$ cat src/logic/fdc_consts.svh
`ifndef FDC_CONSTS_SVH
`define FDC_CONSTS_SVH

// ---------------------------------------------------------------------------
// host register addresses
// ---------------------------------------------------------------------------
`define FDC_A_CMD     2'd0  // command on write, status on read
`define FDC_A_TRACK   2'd1
`define FDC_A_SECTOR  2'd2
`define FDC_A_DATA    2'd3

// ---------------------------------------------------------------------------
// command timing in ce cycles
// ---------------------------------------------------------------------------
`define FDC_WAIT_CYCLES  4000  // type I busy period
`define FDC_SEEK_CYCLES  1023  // before the first byte of a sector
`define FDC_DRQ_DELAY    15    // before each read DRQ

// timer reloads
`define FDC_WATCHDOG_CYCLES  4096
`define FDC_INDEX_PERIOD     35000
`define FDC_INDEX_WIDTH      100

// smallest sector, size code 0
`define FDC_SECTOR_BASE  128

`endif

$ cat src/logic/fdc_pkg.sv
package fdc_pkg;

	// controller states
	typedef enum logic [4:0] {
		idle,
		wait_read,
		read_prep,
		read_delay,
		read_wait_host,
		read_next,
		write_wait_host,
		write_next,
		write_done,
		delay_load,
		delay_run,
		abort,
		end_cmd
	} fdc_state_e;

	// top nibble of the command byte
	typedef enum logic [3:0] {
		restore, seek, step, step_upd,
		step_in, step_in_upd, step_out, step_out_upd,
		read_sec, read_sec_m, write_sec, write_sec_m,
		read_addr, force_int, read_trk, write_trk
	} fdc_cmd_e;

	typedef struct packed {
		logic       io_en;
		logic       rd;
		logic       wr;
		logic [1:0] addr;
		logic [7:0] din;
	} host_bus_t;

	// single ce cycle pulses from the register block
	typedef struct packed {
		logic       cmd_load;
		logic       force_int;
		logic       track_wr;
		logic       sector_wr;
		logic       data_rd_done;
		logic       data_wr_done;
		logic       status_rd_done;
		logic [7:0] value;       // byte written by the host
	} reg_event_t;

	typedef struct packed {
		logic [7:0] track;
		logic [7:0] sector;
		logic [7:0] disk_track;
		logic [7:0] ra_byte;     // current READ ADDRESS byte
		logic [1:0] rd_src;      // 0 data reg, 1 buffer, 2 id bytes
		logic       headloaded;
		logic       seekerr;
		logic       crcerr;
		logic       lostdata;
		logic       wrfault;
		logic       cmd_mode;
		logic       drq;
		logic       busy;
	} fdc_status_t;

	typedef struct packed {
		logic [7:0]  spt;        // sectors per track
		logic [1:0]  size_code;  // as reported in the id field
		logic [10:0] sec_len;
	} geom_t;

	typedef struct packed {
		logic [19:0] addr;
		logic        read;
		logic        write;
		logic [7:0]  dout;
	} buff_bus_t;

endpackage

$ cat src/logic/fdc_regs.sv
`timescale 1ns/1ps
`include "fdc_consts.svh"

module fdc_regs (
	input  logic               clk_sys,
	input  logic               reset,
	input  logic               ce,
	input  fdc_pkg::host_bus_t host,
	input  fdc_pkg::fdc_status_t stat,
	input  logic               ready,
	input  logic               index,
	input  logic [7:0]         buff_din,
	input  logic               cmd_taken,   // controller accepted the command
	output fdc_pkg::reg_event_t evt,
	output fdc_pkg::fdc_cmd_e  cmd,
	output logic [7:0]         cmd_byte,
	output logic               pending,
	output logic [7:0]         data_reg,
	output logic [7:0]         dout
);
	import fdc_pkg::*;

	logic       old_rd, old_wr;
	logic [1:0] cur_addr;     // address seen at the start of the access
	logic       rde, wre;
	logic       rd_fall, wr_rise, wr_fall, rd_rise;
	logic       is_force;
	logic [7:0] status;

	assign rde = host.rd & host.io_en;
	assign wre = host.wr & host.io_en;
	assign rd_rise = rde & ~old_rd;
	assign rd_fall = old_rd & ~rde;
	assign wr_rise = wre & ~old_wr;
	assign wr_fall = old_wr & ~wre;
	assign is_force = (fdc_cmd_e'(host.din[7:4]) == force_int);

	assign cmd = fdc_cmd_e'(cmd_byte[7:4]);

	// ---------------------------------------------------------------------------
	// strobe edges and event pulses
	// ---------------------------------------------------------------------------
	always_ff @(posedge clk_sys or posedge reset) begin
		if (reset) begin
			old_rd <= 1'b0;
			old_wr <= 1'b0;
			cur_addr <= `FDC_A_CMD;
			evt <= '0;
			pending <= 1'b0;
		end else if (ce) begin
			old_rd <= rde;
			old_wr <= wre;
			if (rd_rise || wr_rise)
				cur_addr <= host.addr;

			evt.value <= host.din;
			evt.cmd_load <= wr_rise && (host.addr == `FDC_A_CMD) && !is_force;
			evt.force_int <= wr_rise && (host.addr == `FDC_A_CMD) && is_force;
			evt.track_wr <= wr_rise && (host.addr == `FDC_A_TRACK);
			evt.sector_wr <= wr_rise && (host.addr == `FDC_A_SECTOR);
			evt.data_rd_done <= rd_fall && (cur_addr == `FDC_A_DATA);
			evt.data_wr_done <= wr_fall && (cur_addr == `FDC_A_DATA);
			evt.status_rd_done <= rd_fall && (cur_addr == `FDC_A_CMD);

			if (cmd_taken)
				pending <= 1'b0;
			else if (wr_rise && (host.addr == `FDC_A_CMD) && !is_force)
				pending <= 1'b1;
		end
	end

	// command and data bytes
	always_ff @(posedge clk_sys) begin
		if (ce && wr_rise) begin
			if ((host.addr == `FDC_A_CMD) && !is_force && !pending)
				cmd_byte <= host.din;   // ignored while one is waiting
			if (host.addr == `FDC_A_DATA)
				data_reg <= host.din;
		end
	end

	// status in type I or type II/III layout
	assign status = stat.cmd_mode ?
		{~ready, 1'b0, stat.wrfault, stat.seekerr, stat.crcerr, stat.lostdata, stat.drq,
			stat.busy | pending} :
		{~ready, 1'b0, stat.headloaded, stat.seekerr, stat.crcerr, stat.disk_track == 8'd0,
			index, stat.busy | pending};

	always_comb begin
		case (host.addr)
			`FDC_A_TRACK:  dout = stat.track;
			`FDC_A_SECTOR: dout = stat.sector;
			`FDC_A_DATA: begin
				case (stat.rd_src)
					2'd0:    dout = data_reg;
					2'd1:    dout = buff_din;   // sector data straight from RAM
					default: dout = stat.ra_byte;
				endcase
			end
			default:       dout = status;
		endcase
	end

endmodule

$ cat src/logic/fdc_ctrl.sv
`timescale 1ns/1ps
`include "fdc_consts.svh"

module fdc_ctrl (
	input  logic                 clk_sys,
	input  logic                 reset,
	input  logic                 ce,
	input  fdc_pkg::reg_event_t  evt,
	input  fdc_pkg::fdc_cmd_e    cmd,
	input  logic [7:0]           cmd_byte,
	input  logic                 pending,
	input  logic [7:0]           data_reg,
	input  fdc_pkg::geom_t       geom,
	input  logic                 side,
	input  logic                 ready,
	input  logic                 bark,
	output logic                 cmd_taken,
	output fdc_pkg::fdc_status_t stat,
	output logic [7:0]           disk_track,   // real head position
	output logic [7:0]           sector,
	output logic [9:0]           byte_addr,
	output logic                 buff_rd,
	output logic                 buff_wr,
	output logic                 intrq,
	output logic                 arm
);
	import fdc_pkg::*;

	fdc_state_e  state;
	logic [7:0]  track;
	logic [10:0] rdlen;          // bytes left in this transfer
	logic        step_dir;       // 1 steps out
	logic        multi;
	logic        read_type;      // 0 for READ ADDRESS
	logic        headloaded, seekerr, crcerr, lostdata, wrfault;
	logic        cmd_mode, drq, busy;
	logic [11:0] wait_cnt;
	logic [9:0]  seek_cnt;
	logic [3:0]  drq_cnt;
	logic        dir;
	logic [7:0]  next_track;
	logic [10:0] rdlen_m1;
	logic [7:0]  ra_byte;

	assign dir = cmd_byte[6] ? cmd_byte[5] : step_dir;
	assign next_track = dir ? disk_track - 8'd1 : disk_track + 8'd1;
	assign rdlen_m1 = rdlen - 11'd1;

	assign cmd_taken = ((state == idle) && pending) || (state == abort);

	// id field bytes
	always_comb begin
		case (byte_addr[2:0])
			3'd0:    ra_byte = disk_track;
			3'd1:    ra_byte = {7'd0, side};
			3'd2:    ra_byte = sector;
			3'd3:    ra_byte = {6'd0, geom.size_code};
			default: ra_byte = 8'd0;   // crc bytes
		endcase
	end

	always_comb begin
		stat.track = track;
		stat.sector = sector;
		stat.disk_track = disk_track;
		stat.ra_byte = ra_byte;
		stat.rd_src = (state == idle) ? 2'd0 : (buff_rd ? 2'd1 : 2'd2);
		stat.headloaded = headloaded;
		stat.seekerr = seekerr;
		stat.crcerr = crcerr;
		stat.lostdata = lostdata;
		stat.wrfault = wrfault;
		stat.cmd_mode = cmd_mode;
		stat.drq = drq;
		stat.busy = busy;
	end

	always_ff @(posedge clk_sys or posedge reset) begin
		if (reset) begin
			state <= idle;
			track <= 8'd0;
			sector <= 8'd0;
			disk_track <= 8'd0;
			byte_addr <= 10'd0;
			rdlen <= 11'd0;
			step_dir <= 1'b0;
			multi <= 1'b0;
			read_type <= 1'b0;
			{headloaded, seekerr, crcerr, lostdata, wrfault} <= '0;
			{cmd_mode, drq, busy, intrq} <= '0;
			{buff_rd, buff_wr, arm} <= '0;
			wait_cnt <= 12'd0;
			seek_cnt <= 10'(`FDC_SEEK_CYCLES);
			drq_cnt <= 4'd0;
		end else if (ce) begin
			if (evt.cmd_load || evt.status_rd_done)
				intrq <= 1'b0;
			if (evt.track_wr && !busy)
				track <= evt.value;
			if (evt.sector_wr && !busy)
				sector <= evt.value;

			case (state)
				idle: if (pending) begin
					cmd_mode <= cmd_byte[7];
					case (cmd)
						restore, seek, step, step_upd, step_in, step_in_upd,
						step_out, step_out_upd: begin
							busy <= 1'b1;
							headloaded <= cmd_byte[3];
							state <= delay_load;
							if (cmd == restore) begin
								track <= 8'd0;
								disk_track <= 8'd0;
							end else if (cmd == seek) begin
								track <= data_reg;
								disk_track <= data_reg;
							end else begin
								if (cmd_byte[6])
									step_dir <= cmd_byte[5];   // remembered for plain STEP
								disk_track <= next_track;
								if (cmd_byte[4])
									track <= next_track;
							end
						end
						read_sec, read_sec_m, read_addr: begin
							busy <= 1'b1;
							{wrfault, seekerr, crcerr, lostdata} <= '0;
							state <= wait_read;
							if (cmd == read_addr) begin
								multi <= 1'b0;
								rdlen <= 11'd6;
								read_type <= 1'b0;
							end else begin
								multi <= cmd_byte[4];
								rdlen <= geom.sec_len;
								read_type <= 1'b1;
							end
						end
						write_sec, write_sec_m: begin
							{busy, drq} <= 2'b11;
							{wrfault, seekerr, crcerr, lostdata} <= '0;
							multi <= cmd_byte[4];
							rdlen <= geom.sec_len;
							byte_addr <= 10'd0;
							buff_wr <= 1'b1;
							state <= write_wait_host;
						end
						read_trk, write_trk: begin
							busy <= 1'b1;
							{seekerr, crcerr, lostdata} <= '0;
							wrfault <= cmd_byte[4];   // disk treated as read only
							state <= delay_load;
						end
						default: {busy, drq} <= 2'b00;
					endcase
				end

				// -------------------------------------------------------------------
				// buffer to host
				// -------------------------------------------------------------------
				wait_read: begin
					if (!ready) begin
						seekerr <= 1'b1;
						crcerr <= 1'b1;
						state <= end_cmd;
					end else if (seek_cnt != 10'd0) begin
						seek_cnt <= seek_cnt - 10'd1;
					end else begin
						seek_cnt <= 10'(`FDC_SEEK_CYCLES);
						if (multi && (sector > geom.spt)) begin
							seekerr <= 1'b1;   // ran off the end of the track
							multi <= 1'b0;
							state <= end_cmd;
						end else begin
							buff_rd <= read_type;
							byte_addr <= 10'd0;
							state <= read_prep;
						end
					end
				end
				read_prep: begin
					arm <= 1'b1;
					drq_cnt <= 4'(`FDC_DRQ_DELAY);
					drq <= 1'b0;
					state <= read_delay;
				end
				read_delay: begin
					if (drq_cnt != 4'd0) begin
						drq_cnt <= drq_cnt - 4'd1;
					end else begin
						arm <= 1'b0;         // watchdog starts here
						drq <= 1'b1;
						state <= read_wait_host;
					end
				end
				read_wait_host: if (bark || evt.data_rd_done) begin
					drq <= 1'b0;
					if (bark)
						lostdata <= 1'b1;
					if (rdlen_m1 == 11'd0) begin
						if (multi) begin
							sector <= sector + 8'd1;
							rdlen <= geom.sec_len;
							state <= wait_read;
						end else begin
							state <= end_cmd;
						end
					end else begin
						state <= read_next;
					end
				end
				read_next: begin
					byte_addr <= byte_addr + 10'd1;
					rdlen <= rdlen_m1;
					state <= read_prep;
				end

				// -------------------------------------------------------------------
				// host to buffer
				// -------------------------------------------------------------------
				write_wait_host: if (evt.data_wr_done) begin
					drq <= 1'b0;
					state <= write_next;
				end
				write_next: begin
					byte_addr <= byte_addr + 10'd1;
					rdlen <= rdlen_m1;
					if (rdlen_m1 == 11'd0) begin
						state <= write_done;
					end else begin
						drq <= 1'b1;
						state <= write_wait_host;
					end
				end
				write_done: begin
					if (!ready) begin
						wrfault <= 1'b1;
						state <= end_cmd;
					end else if (multi && (sector < geom.spt)) begin
						sector <= sector + 8'd1;
						drq <= 1'b1;
						rdlen <= geom.sec_len;
						byte_addr <= 10'd0;
						state <= write_wait_host;
					end else begin
						multi <= 1'b0;
						state <= end_cmd;
					end
				end

				delay_load: begin
					wait_cnt <= 12'(`FDC_WAIT_CYCLES);
					state <= delay_run;
				end
				delay_run: begin
					if (wait_cnt != 12'd0)
						wait_cnt <= wait_cnt - 12'd1;
					else
						state <= end_cmd;
				end
				abort: begin
					rdlen <= 11'd0;
					state <= end_cmd;
				end
				default: begin   // end_cmd
					{buff_rd, buff_wr, arm} <= '0;
					{busy, drq} <= 2'b00;
					intrq <= 1'b1;
					seek_cnt <= 10'(`FDC_SEEK_CYCLES);
					state <= idle;
				end
			endcase

			// FORCE INTERRUPT overrides whatever the FSM chose
			if (evt.force_int) begin
				intrq <= 1'b0;
				cmd_mode <= 1'b0;
				if (state != idle)
					state <= abort;
				else
					{wrfault, seekerr, crcerr, lostdata} <= '0;
			end
		end
	end

endmodule

$ cat src/logic/fdc_geometry.sv
`timescale 1ns/1ps
`include "fdc_consts.svh"

module fdc_geometry (
	input  logic [2:0]     size_code,
	input  logic [7:0]     disk_track,
	input  logic           side,
	input  logic [7:0]     sector,      // numbered from 1
	input  logic [9:0]     byte_addr,
	output fdc_pkg::geom_t geom,
	output logic [19:0]    buff_addr
);
	import fdc_pkg::*;

	logic [8:0]  trk_side;   // physical track index of the image
	logic [19:0] lin_sec;

	// ---------------------------------------------------------------------------
	// track layouts
	// ---------------------------------------------------------------------------
	always_comb begin
		case (size_code)
			3'd1: begin
				geom.spt = 8'd16;
				geom.size_code = 2'd1;
			end
			3'd2: begin
				geom.spt = 8'd9;
				geom.size_code = 2'd2;
			end
			3'd3: begin
				geom.spt = 8'd5;
				geom.size_code = 2'd3;
			end
			3'd4: begin
				geom.spt = 8'd10;   // 512 byte sectors again
				geom.size_code = 2'd2;
			end
			default: begin
				geom.spt = 8'd26;
				geom.size_code = 2'd0;
			end
		endcase
		geom.sec_len = 11'(`FDC_SECTOR_BASE) << geom.size_code;
	end

	assign trk_side = {disk_track, 1'b0} + 9'(side);
	assign lin_sec = 20'(trk_side) * 20'(geom.spt) + 20'(sector) - 20'd1;
	assign buff_addr = lin_sec * 20'(geom.sec_len) + 20'(byte_addr);

endmodule

$ cat src/logic/fdc_timers.sv
`timescale 1ns/1ps
`include "fdc_consts.svh"

module fdc_timers (
	input  logic clk_sys,
	input  logic reset,
	input  logic ce,
	input  logic arm,     // holds the watchdog in reload
	output logic index,
	output logic bark
);

	logic [15:0] idx_cnt;
	logic [12:0] wd_cnt;

	// ---------------------------------------------------------------------------
	// index pulse, one per revolution
	// ---------------------------------------------------------------------------
	always_ff @(posedge clk_sys or posedge reset) begin
		if (reset) begin
			idx_cnt <= 16'd0;
		end else if (ce) begin
			if (idx_cnt == 16'(`FDC_INDEX_PERIOD - 1))
				idx_cnt <= 16'd0;
			else
				idx_cnt <= idx_cnt + 16'd1;
		end
	end

	assign index = (idx_cnt < 16'(`FDC_INDEX_WIDTH));

	// lost data watchdog
	always_ff @(posedge clk_sys or posedge reset) begin
		if (reset) begin
			wd_cnt <= 13'(`FDC_WATCHDOG_CYCLES);
		end else if (ce) begin
			if (arm)
				wd_cnt <= 13'(`FDC_WATCHDOG_CYCLES);
			else if (wd_cnt != 13'd0)
				wd_cnt <= wd_cnt - 13'd1;
		end
	end

	assign bark = (wd_cnt == 13'd0);

endmodule

$ cat src/logic/fdc_top.sv
`timescale 1ns/1ps
`include "fdc_consts.svh"

module fdc_top (
	input  logic                clk_sys,
	input  logic                reset,
	input  logic                ce,        // cpu clock rate enable
	input  fdc_pkg::host_bus_t  host,
	input  logic [7:0]          buff_din,
	input  logic [2:0]          size_code,
	input  logic                side,
	input  logic                ready,     // disk present
	output logic [7:0]          dout,
	output logic                drq,
	output logic                intrq,
	output logic                busy,
	output fdc_pkg::buff_bus_t  buff
);
	import fdc_pkg::*;

	reg_event_t  evt;
	fdc_cmd_e    cmd;
	fdc_status_t stat;
	geom_t       geom;
	logic [7:0]  cmd_byte, data_reg;
	logic        pending, cmd_taken;
	logic [7:0]  disk_track, sector;
	logic [9:0]  byte_addr;
	logic        buff_rd, buff_wr;
	logic        index, bark, arm;
	logic [19:0] buff_addr;

	fdc_regs i_fdc_regs (
		.clk_sys, .reset, .ce, .host, .stat, .ready, .index, .buff_din, .cmd_taken,
		.evt, .cmd, .cmd_byte, .pending, .data_reg, .dout
	);

	fdc_ctrl i_fdc_ctrl (
		.clk_sys, .reset, .ce, .evt, .cmd, .cmd_byte, .pending, .data_reg, .geom,
		.side, .ready, .bark, .cmd_taken, .stat, .disk_track, .sector, .byte_addr,
		.buff_rd, .buff_wr, .intrq, .arm
	);

	fdc_geometry i_fdc_geometry (
		.size_code, .disk_track, .side, .sector, .byte_addr, .geom, .buff_addr
	);

	fdc_timers i_fdc_timers (.clk_sys, .reset, .ce, .arm, .index, .bark);

	assign drq = stat.drq;
	assign busy = stat.busy;

	// buffer strobes only while the data port is addressed
	assign buff.addr = buff_addr;
	assign buff.read = (host.addr == `FDC_A_DATA) && buff_rd;
	assign buff.write = (host.addr == `FDC_A_DATA) && buff_wr;
	assign buff.dout = host.din;

endmodule

$ cat config.mk
export PLATFORM = sky130hd
export DESIGN_NAME = fdc_top
export DESIGN_NICKNAME = d
export VERILOG_FILES = /design/src/logic/fdc_pkg.sv /design/src/logic/fdc_regs.sv /design/src/logic/fdc_ctrl.sv /design/src/logic/fdc_geometry.sv /design/src/logic/fdc_timers.sv /design/src/logic/fdc_top.sv
export VERILOG_INCLUDE_DIRS = /design/src /design/src/logic
export SDC_FILE = /design/constraint.sdc
export NUM_CORES = 1
export LEC_CHECK = 0
export ABC_AREA = 1
export BUFFER_PORTS_ARGS = -buffer_cell sky130_fd_sc_hd__buf_2
export CAP_MARGIN = 20
export CORE_MARGIN = 10
export CORE_UTILIZATION = 50
export CTS_CLUSTER_DIAMETER = 120
export DETAILED_ROUTE_END_ITERATION = 16
export HOLD_SLACK_MARGIN = 0.15
export MAX_ROUTING_LAYER = met4
export PLACE_DENSITY = 0.78
export SLEW_MARGIN = 20
export SYNTH_ARGS = -nofsm -noshare
export SYNTH_HDL_FRONTEND = slang
export SYNTH_HIERARCHICAL = 1
export SYNTH_SLANG_ARGS = --single-unit
export TNS_END_PERCENT = 100
$ cat constraint.sdc
create_clock -name clk_sys -period 7.9 [get_ports clk_sys]
set_input_delay 0.395 -clock clk_sys [delete_from_list [all_inputs] [get_ports clk_sys]]
set_output_delay 0.395 -clock clk_sys [all_outputs]
set_load 0.1 [all_outputs]
==> key figures, run 1 <==
Run status
  • Status: finished, violations left
  • Failing checks: negative setup slack

Timing
  • Rel. slew slack: 0.3550
  • Final Hold Violating Endpoints: 0
  • Least-Margin Pin Slew: 0.9675 ns
  • Worst setup slack after layout: -0.08465 ns
  • Count of pins over their slew limit: 0
  • F_max: 125.2 MHz
  • RSZ-0062 raised after global routing: true
  • Clock Skews: 0.01639 ns
  • Final cycle utilization of the critical path: 1.011
  • Post-route minimum period: 7.985 ns
  • Setup violations, final: 1

Clock network
  • Clk buf depth: 2
  • Clock slew at reported path FFs: 0.06 ns
  • CTS tree: done
  • TritonCTS Buffers: 17
  • H-tree Lvls: 4
  • Clock root buffer: clkbuf_16
  • Worst-Skew Late Latency: 0.44 ns
  • CTS Sinks: 153

Critical path
  • Startpoint Class: input port
  • CP arrival: 7.59 ns
  • CP Capture Type: output pin
  • Worst Setup Path Type: input port to output pin
  • Required @ worst endpoint: 7.51 ns
  • Max FO, Critical Path: 5
  • Slowest Stage Delay on Critical Path: 0.57 ns
  • Max stage delay cell, worst path: fa_1

Routing
  • Final WL: 42920 µm
  • Vias after detailed routing: 14224
  • Initial DRC count: 1273
  • WL/cell: 16.46 µm
  • Initial DRT Pass Iterations: 5
  • Count of antenna-violating nets left after detailed routing: 0
  • DR vias/cell: 5.454
  • Drt drc: 0

Min path
  • HP Class: input port to flip-flop

Die
  • Cell Rows: 62
  • DIE AREA: 36290 µm²
  • Top Ports: 70
  • Core area: 28700 µm²
  • DIE HEIGHT: 190.5 µm
  • Die width: 190.5 µm
  • Initial Util: 0.5064

Final layout
  • Max reg flops: 16
  • Top Registers: i_fdc_timers/idx_cnt: 16 flops, i_fdc_regs/evt: 15 flops, i_fdc_timers/wd_cnt: 13 flops
  • Fillers: 2569
  • Nets: 2394
  • Post-route cell area: 17210 µm²
  • Commonest non-fill, non-tap cells in the layout: nand2_1 (542), inv_1 (297), nor2_1 (192)
  • Area overhead of the layout relative to synthesis: 18.38%
  • Share of cells above drive strength 1: 0.1853
  • Most common cell after layout, fill and taps aside: nand2_1
  • Reg with most FFs: i_fdc_timers/idx_cnt

Placement
  • Port Buffers: 69
  • Post-DP Area: 15750 µm²
  • Placed wire-length estimate: 31730 µm
  • Placer Congestion: 0.9721

Logic synthesis
  • Mapped cell area: 14540 µm²
  • Syn Area/Cell: 6.938 µm²
  • Yosys warnings: 6
  • Cells after Synth: 2095

GRT
  • Antenna violations before repair: 1
  • Total GRT Usage: 0.2317
  • Largest net degree at the start of global routing: 74
  • Grt total ovfl: 0
  • First-pass GRT wire length: 67730 µm
  • Vias in the first global route: 13952

Run
  • Max-cap violations: 0
## routing by layer
layer	wire, µm	track usage
met2	21330	0.3938
met3	2414	0.02762
met4	1124	0.06965
met5	0	-
met1	18050	0.2830
## final timing paths
path	from	endpoint	slack [ns]	cells past startpoint
max	size_code[2]	buff[29]	-0.08	37
min	host[2]	i_fdc_regs/data_reg[2]$_DFFE_PP_	0.17	1
max reg2reg	i_fdc_ctrl/state[1]$_DFFE_PP0P_	i_fdc_ctrl/byte_addr[0]$_DFFE_PP0P_	4.89	9
min reg2reg	i_fdc_ctrl/seek_cnt[8]$_DFFE_PP1P_	i_fdc_ctrl/seek_cnt[8]$_DFFE_PP1P_	0.47	2
max in group asynchronous	reset	i_fdc_ctrl/byte_addr[0]$_DFFE_PP0P_	6.09	4
min in group asynchronous	reset	i_fdc_ctrl/track[2]$_DFFE_PP0P_	0.51	3
## what timing repair did
action / 4_1_cts / 5_1_grt
gates resized for setup: 40 / 96
endpoints found under the hold margin: 67 / 0
hold buffers: 2 / 0
setup endpoints to repair: 5 / 8
buffers inserted: 10 / 4
pin swaps: 34 / 71
## critical path, delay by kind of cell
kind | cells | cell delay (ns)
adders and majority gates | 11 | 4.37
buffers and inverters | 9 | 0.87
and+or+nand+nor | 17 | 1.94
## per-stage QoR
| step | setup slack [ns] | utilization | cells | hold slack [ns] | TNS, ns |
|---|---|---|---|---|---|
| after floorplan | -0.2630 | - | 2104 | 0.3588 | -0.4238 |
| after global placement | -0.1942 | 0.5486 | 2560 | 0.4085 | -0.4095 |
| after detailed placement | -0.3821 | 0.5486 | 2560 | 0.4188 | -1.103 |
| after CTS | 0.002690 | 0.5804 | 2604 | 0.1584 | 0 |
| after global routing | -0.3472 | 0.5995 | 2608 | 0.1691 | -1.104 |
| final | -0.08465 | 0.5995 | 2608 | 0.1700 | -0.08465 |
## layout make-up
| class | instances | area (µm²) | share of cell area |
|---|---|---|---|
| Antenna cell | 1 | 2.502 | 0.0001454 |
| Clock buffer | 18 | 439.2 | 0.02552 |
| Clock inverter | 14 | 135.1 | 0.007853 |
| Inverter | 334 | 1264 | 0.07344 |
| Multi-Input combinational cell | 1533 | 9672 | 0.5621 |
| Sequential cell | 153 | 3911 | 0.2273 |
| Tap cell | 384 | 480.5 | 0.02792 |
| Timing Repair Buffer | 171 | 1303 | 0.07570 |
Power of run 1 is not shown: default switching activity piles up to over one toggle a cycle in this logic, so the estimate is an artifact.
==> inputs of run 2 (changes only) <==
--- a/config.mk
+++ b/config.mk
@@ -15,7 +15,7 @@
 export DETAILED_ROUTE_END_ITERATION = 16
 export HOLD_SLACK_MARGIN = 0.15
 export MAX_ROUTING_LAYER = met4
-export PLACE_DENSITY = 0.78
+export PLACE_DENSITY = 0.75
 export SLEW_MARGIN = 20
 export SYNTH_ARGS = -nofsm -noshare
 export SYNTH_HDL_FRONTEND = slang
==> constraint.sdc (replaced) <==
create_clock -name clk_sys -period 7.8 [get_ports clk_sys]
set_input_delay 0.39 -clock clk_sys [delete_from_list [all_inputs] [get_ports clk_sys]]
set_output_delay 0.39 -clock clk_sys [all_outputs]
set_load 0.1 [all_outputs]
==> run 2 against run 1 <==
Net effect: the flow now finishes without violations; critical path depth increased by 1; routed wire length decreased by 2.6%; clock-buffer cell count stayed put; critical path type unchanged; critical endpoint is now buff[27]; highest routed layer unchanged.
==> key figures, run 2 (same netlist as run 1, synthesis figures left out) <==
Run status
  • Status: complete, no violations (was finished, violations left)

Routing
  • Drt drc: 0 (unchanged)
  • Vias after detailed routing: 14204 (was 14224)
  • Initial DRC count: 1257 (was 1273)
  • Initial DRT Pass Iterations: 7 (was 5)
  • Final WL: 41800 µm (was 42920 µm)
  • DR vias/cell: 5.440 (was 5.454)
  • Count of antenna-violating nets left after detailed routing: 0 (unchanged)
  • WL/cell: 16.01 µm (was 16.46 µm)

Final layout
  • Reg with most FFs: i_fdc_timers/idx_cnt (unchanged)
  • Most common cell after layout, fill and taps aside: nand2_1 (unchanged)
  • Share of cells above drive strength 1: 0.1864 (was 0.1853)
  • Area overhead of the layout relative to synthesis: 18.65% (was 18.38%)
  • Commonest non-fill, non-tap cells in the layout: nand2_1 (541), inv_1 (297), nor2_1 (192) (was nand2_1 (542), inv_1 (297), nor2_1 (192))
  • Max reg flops: 16 (unchanged)
  • Fin util: 0.6009 (was 0.5995)
  • Top Registers: i_fdc_timers/idx_cnt: 16 flops, i_fdc_regs/evt: 15 flops, i_fdc_timers/wd_cnt: 13 flops (unchanged)
  • Nets: 2397 (was 2394)

Critical path
  • Slack of the worst reg-to-reg path: 4.89 ns (about the same)
  • Max stage delay cell, worst path: fa_1 (unchanged)
  • Worst Setup Path Type: input port to output pin (unchanged)
  • Reg2reg end: i_fdc_ctrl/byte_addr[5]$_DFFE_PP0P_ (was i_fdc_ctrl/byte_addr[0]$_DFFE_PP0P_)
  • Required @ worst endpoint: 7.41 ns (was 7.51 ns)
  • Slowest Stage Delay on Critical Path: 0.51 ns (was 0.57 ns)
  • R2R cell count: 8 (was 9)
  • Crit path from: size_code[1] (was size_code[2])
  • Last element of the critical path: buff[27] (was buff[29])
  • CP Capture Type: output pin (unchanged)
  • Max FO, Critical Path: 5 (unchanged)
  • CP arrival: 7.35 ns (was 7.59 ns)
  • R2R Path Start: i_fdc_ctrl/state[1]$_DFFE_PP0P_ (unchanged)
  • CP most frequent cell: buf_4
  • Startpoint Class: input port (unchanged)

Timing
  • Post-route minimum period: 7.743 ns
  • RSZ-0062 raised after global routing: true (unchanged)
  • F_max: 129.1 MHz
  • Least-Margin Pin Slew: 0.8657 ns (was 0.9675 ns)
  • Setup violations, final: 0 (was 1)
  • Count of pins over their slew limit: 0 (unchanged)
  • Final TNS setup: 0 ns (was -0.08465 ns)
  • Final cycle utilization of the critical path: 0.9927
  • Rel. slew slack: 0.4228 (was 0.3550)
  • Final Hold Violating Endpoints: 0 (unchanged)
  • Clock Skews: 0.009762 ns (was 0.01639 ns)

Clock network
  • CTS Sinks: 153 (unchanged)
  • Clk buf depth: 2 (unchanged)
  • Clock root buffer: clkbuf_16 (unchanged)
  • Worst-Skew Late Latency: 0.43 ns (was 0.44 ns)
  • H-tree Lvls: 4 (unchanged)
  • CTS tree: done (unchanged)
  • TritonCTS Buffers: 17 (unchanged)
  • Clock slew at reported path FFs: 0.07 ns (was 0.06 ns)

GRT
  • Grt total ovfl: 0 (unchanged)
  • Largest net degree at the start of global routing: 67 (was 74)
  • Vias in the first global route: 13772 (was 13952)
  • Total GRT Usage: 0.2309 (was 0.2317)
  • First-pass GRT wire length: 67540 µm (was 67730 µm)
  • Antenna violations before repair: 1 (unchanged)

Die
  • Initial Util: 0.5064 (unchanged)
  • Cell Rows: 62 (unchanged)
  • DIE AREA: 36290 µm² (unchanged)
  • Core area: 28700 µm² (unchanged)
  • Top Ports: 70 (unchanged)
  • Die width: 190.5 µm (unchanged)
  • DIE HEIGHT: 190.5 µm (unchanged)

Min path
  • Worst hold stages: 1 (unchanged)
  • HP Class: input port to flip-flop (unchanged)

Run
  • Max-cap violations: 0 (unchanged)

Placement
  • Placer Congestion: 0.9591 (was 0.9721)
  • Port Buffers: 69 (unchanged)
  • Placed wire-length estimate: 31650 µm (was 31730 µm)
-- run 2: cell types whose count changed in the layout (fill, tap and decap cells not counted), moves of 2 or more --
| cell | before | now |
|---|---|---|
| clkinvlp_4 | 5 | 1 |
| buf_6 | 5 | 8 |
| nor2_2 | 28 | 30 |
| inv_8 | 2 | 5 |
| inv_6 | 5 | 3 |
| buf_8 | 0 | 2 |
| clkinv_4 | 0 | 3 |
| nor2_4 | 13 | 11 |
-- run 2: layer usage --
layer,GRT usage,up-vias,share of wire
met5,-,-,0
met4,0.05875,0,0.022
met3,0.02890,78,0.053
met2,0.3936,484,0.50
met1,0.2843,6749,0.43
li1,-,6893,-
-- run 2: what timing repair did --
item	4_1_cts	5_1_grt
setup endpoints to repair	5	8
hold buffers	1	0
hold endpoints to repair	35	0
resized for setup	50	84
pin swaps	49	78
setup buffers	9	11
-- run 2: critical path: cells and delay by family --
kind,cells,cell delay (ns)
AND/OR/NAND/NOR,7,0.78
adder cells (fa/ha/maj),10,3.73
XOR/XNOR,2,0.41
AO/OA/AOI/OAI,4,0.54
buffers and inverters,15,1.47
-- run 2: cell type report --
type	instances	area, µm²
tap	384	480.5
clock inverter	14	158.9
inverter	334	1266
multi-input combinational	1533	9663
antenna	1	2.502
clock buffer	18	429.2
sequential	153	3910
timing repair buffer	174	1336
fill	2606	11460
-- run 2: how the worst min path moves through the flow --
stage,from,end,slack (ns)
2_1_floorplan,reset,i_fdc_regs/cur_addr[0]$_DFFE_PP0P_,0.35
6_report,host[0],i_fdc_regs/data_reg[0]$_DFFE_PP_,0.16
5_1_grt,host[1],i_fdc_regs/data_reg[1]$_DFFE_PP_,0.15
4_1_cts,host[1],i_fdc_regs/data_reg[1]$_DFFE_PP_,0.16
3_5_place_dp,reset,i_fdc_timers/idx_cnt[7]$_DFFE_PP0P_,0.42
3_3_place_gp,reset,i_fdc_timers/idx_cnt[7]$_DFFE_PP0P_,0.42
-- run 2: metrics by stage --
step | instances | hold WS [ns] | setup WS [ns] | instance area (µm²)
floorplan | 2104 | 0.3538 | -0.2228 | 14740
global placement | 2557 | 0.4198 | -0.2461 | 15780
detailed placement | 2557 | 0.4204 | -0.4324 | 15780
CTS | 2599 | 0.1557 | -0.03968 | 16700
global route | 2611 | 0.1539 | -0.2073 | 17250
finish | 2611 | 0.1642 | 0.05672 | 17250
Power of run 2 is left out for the same reason.
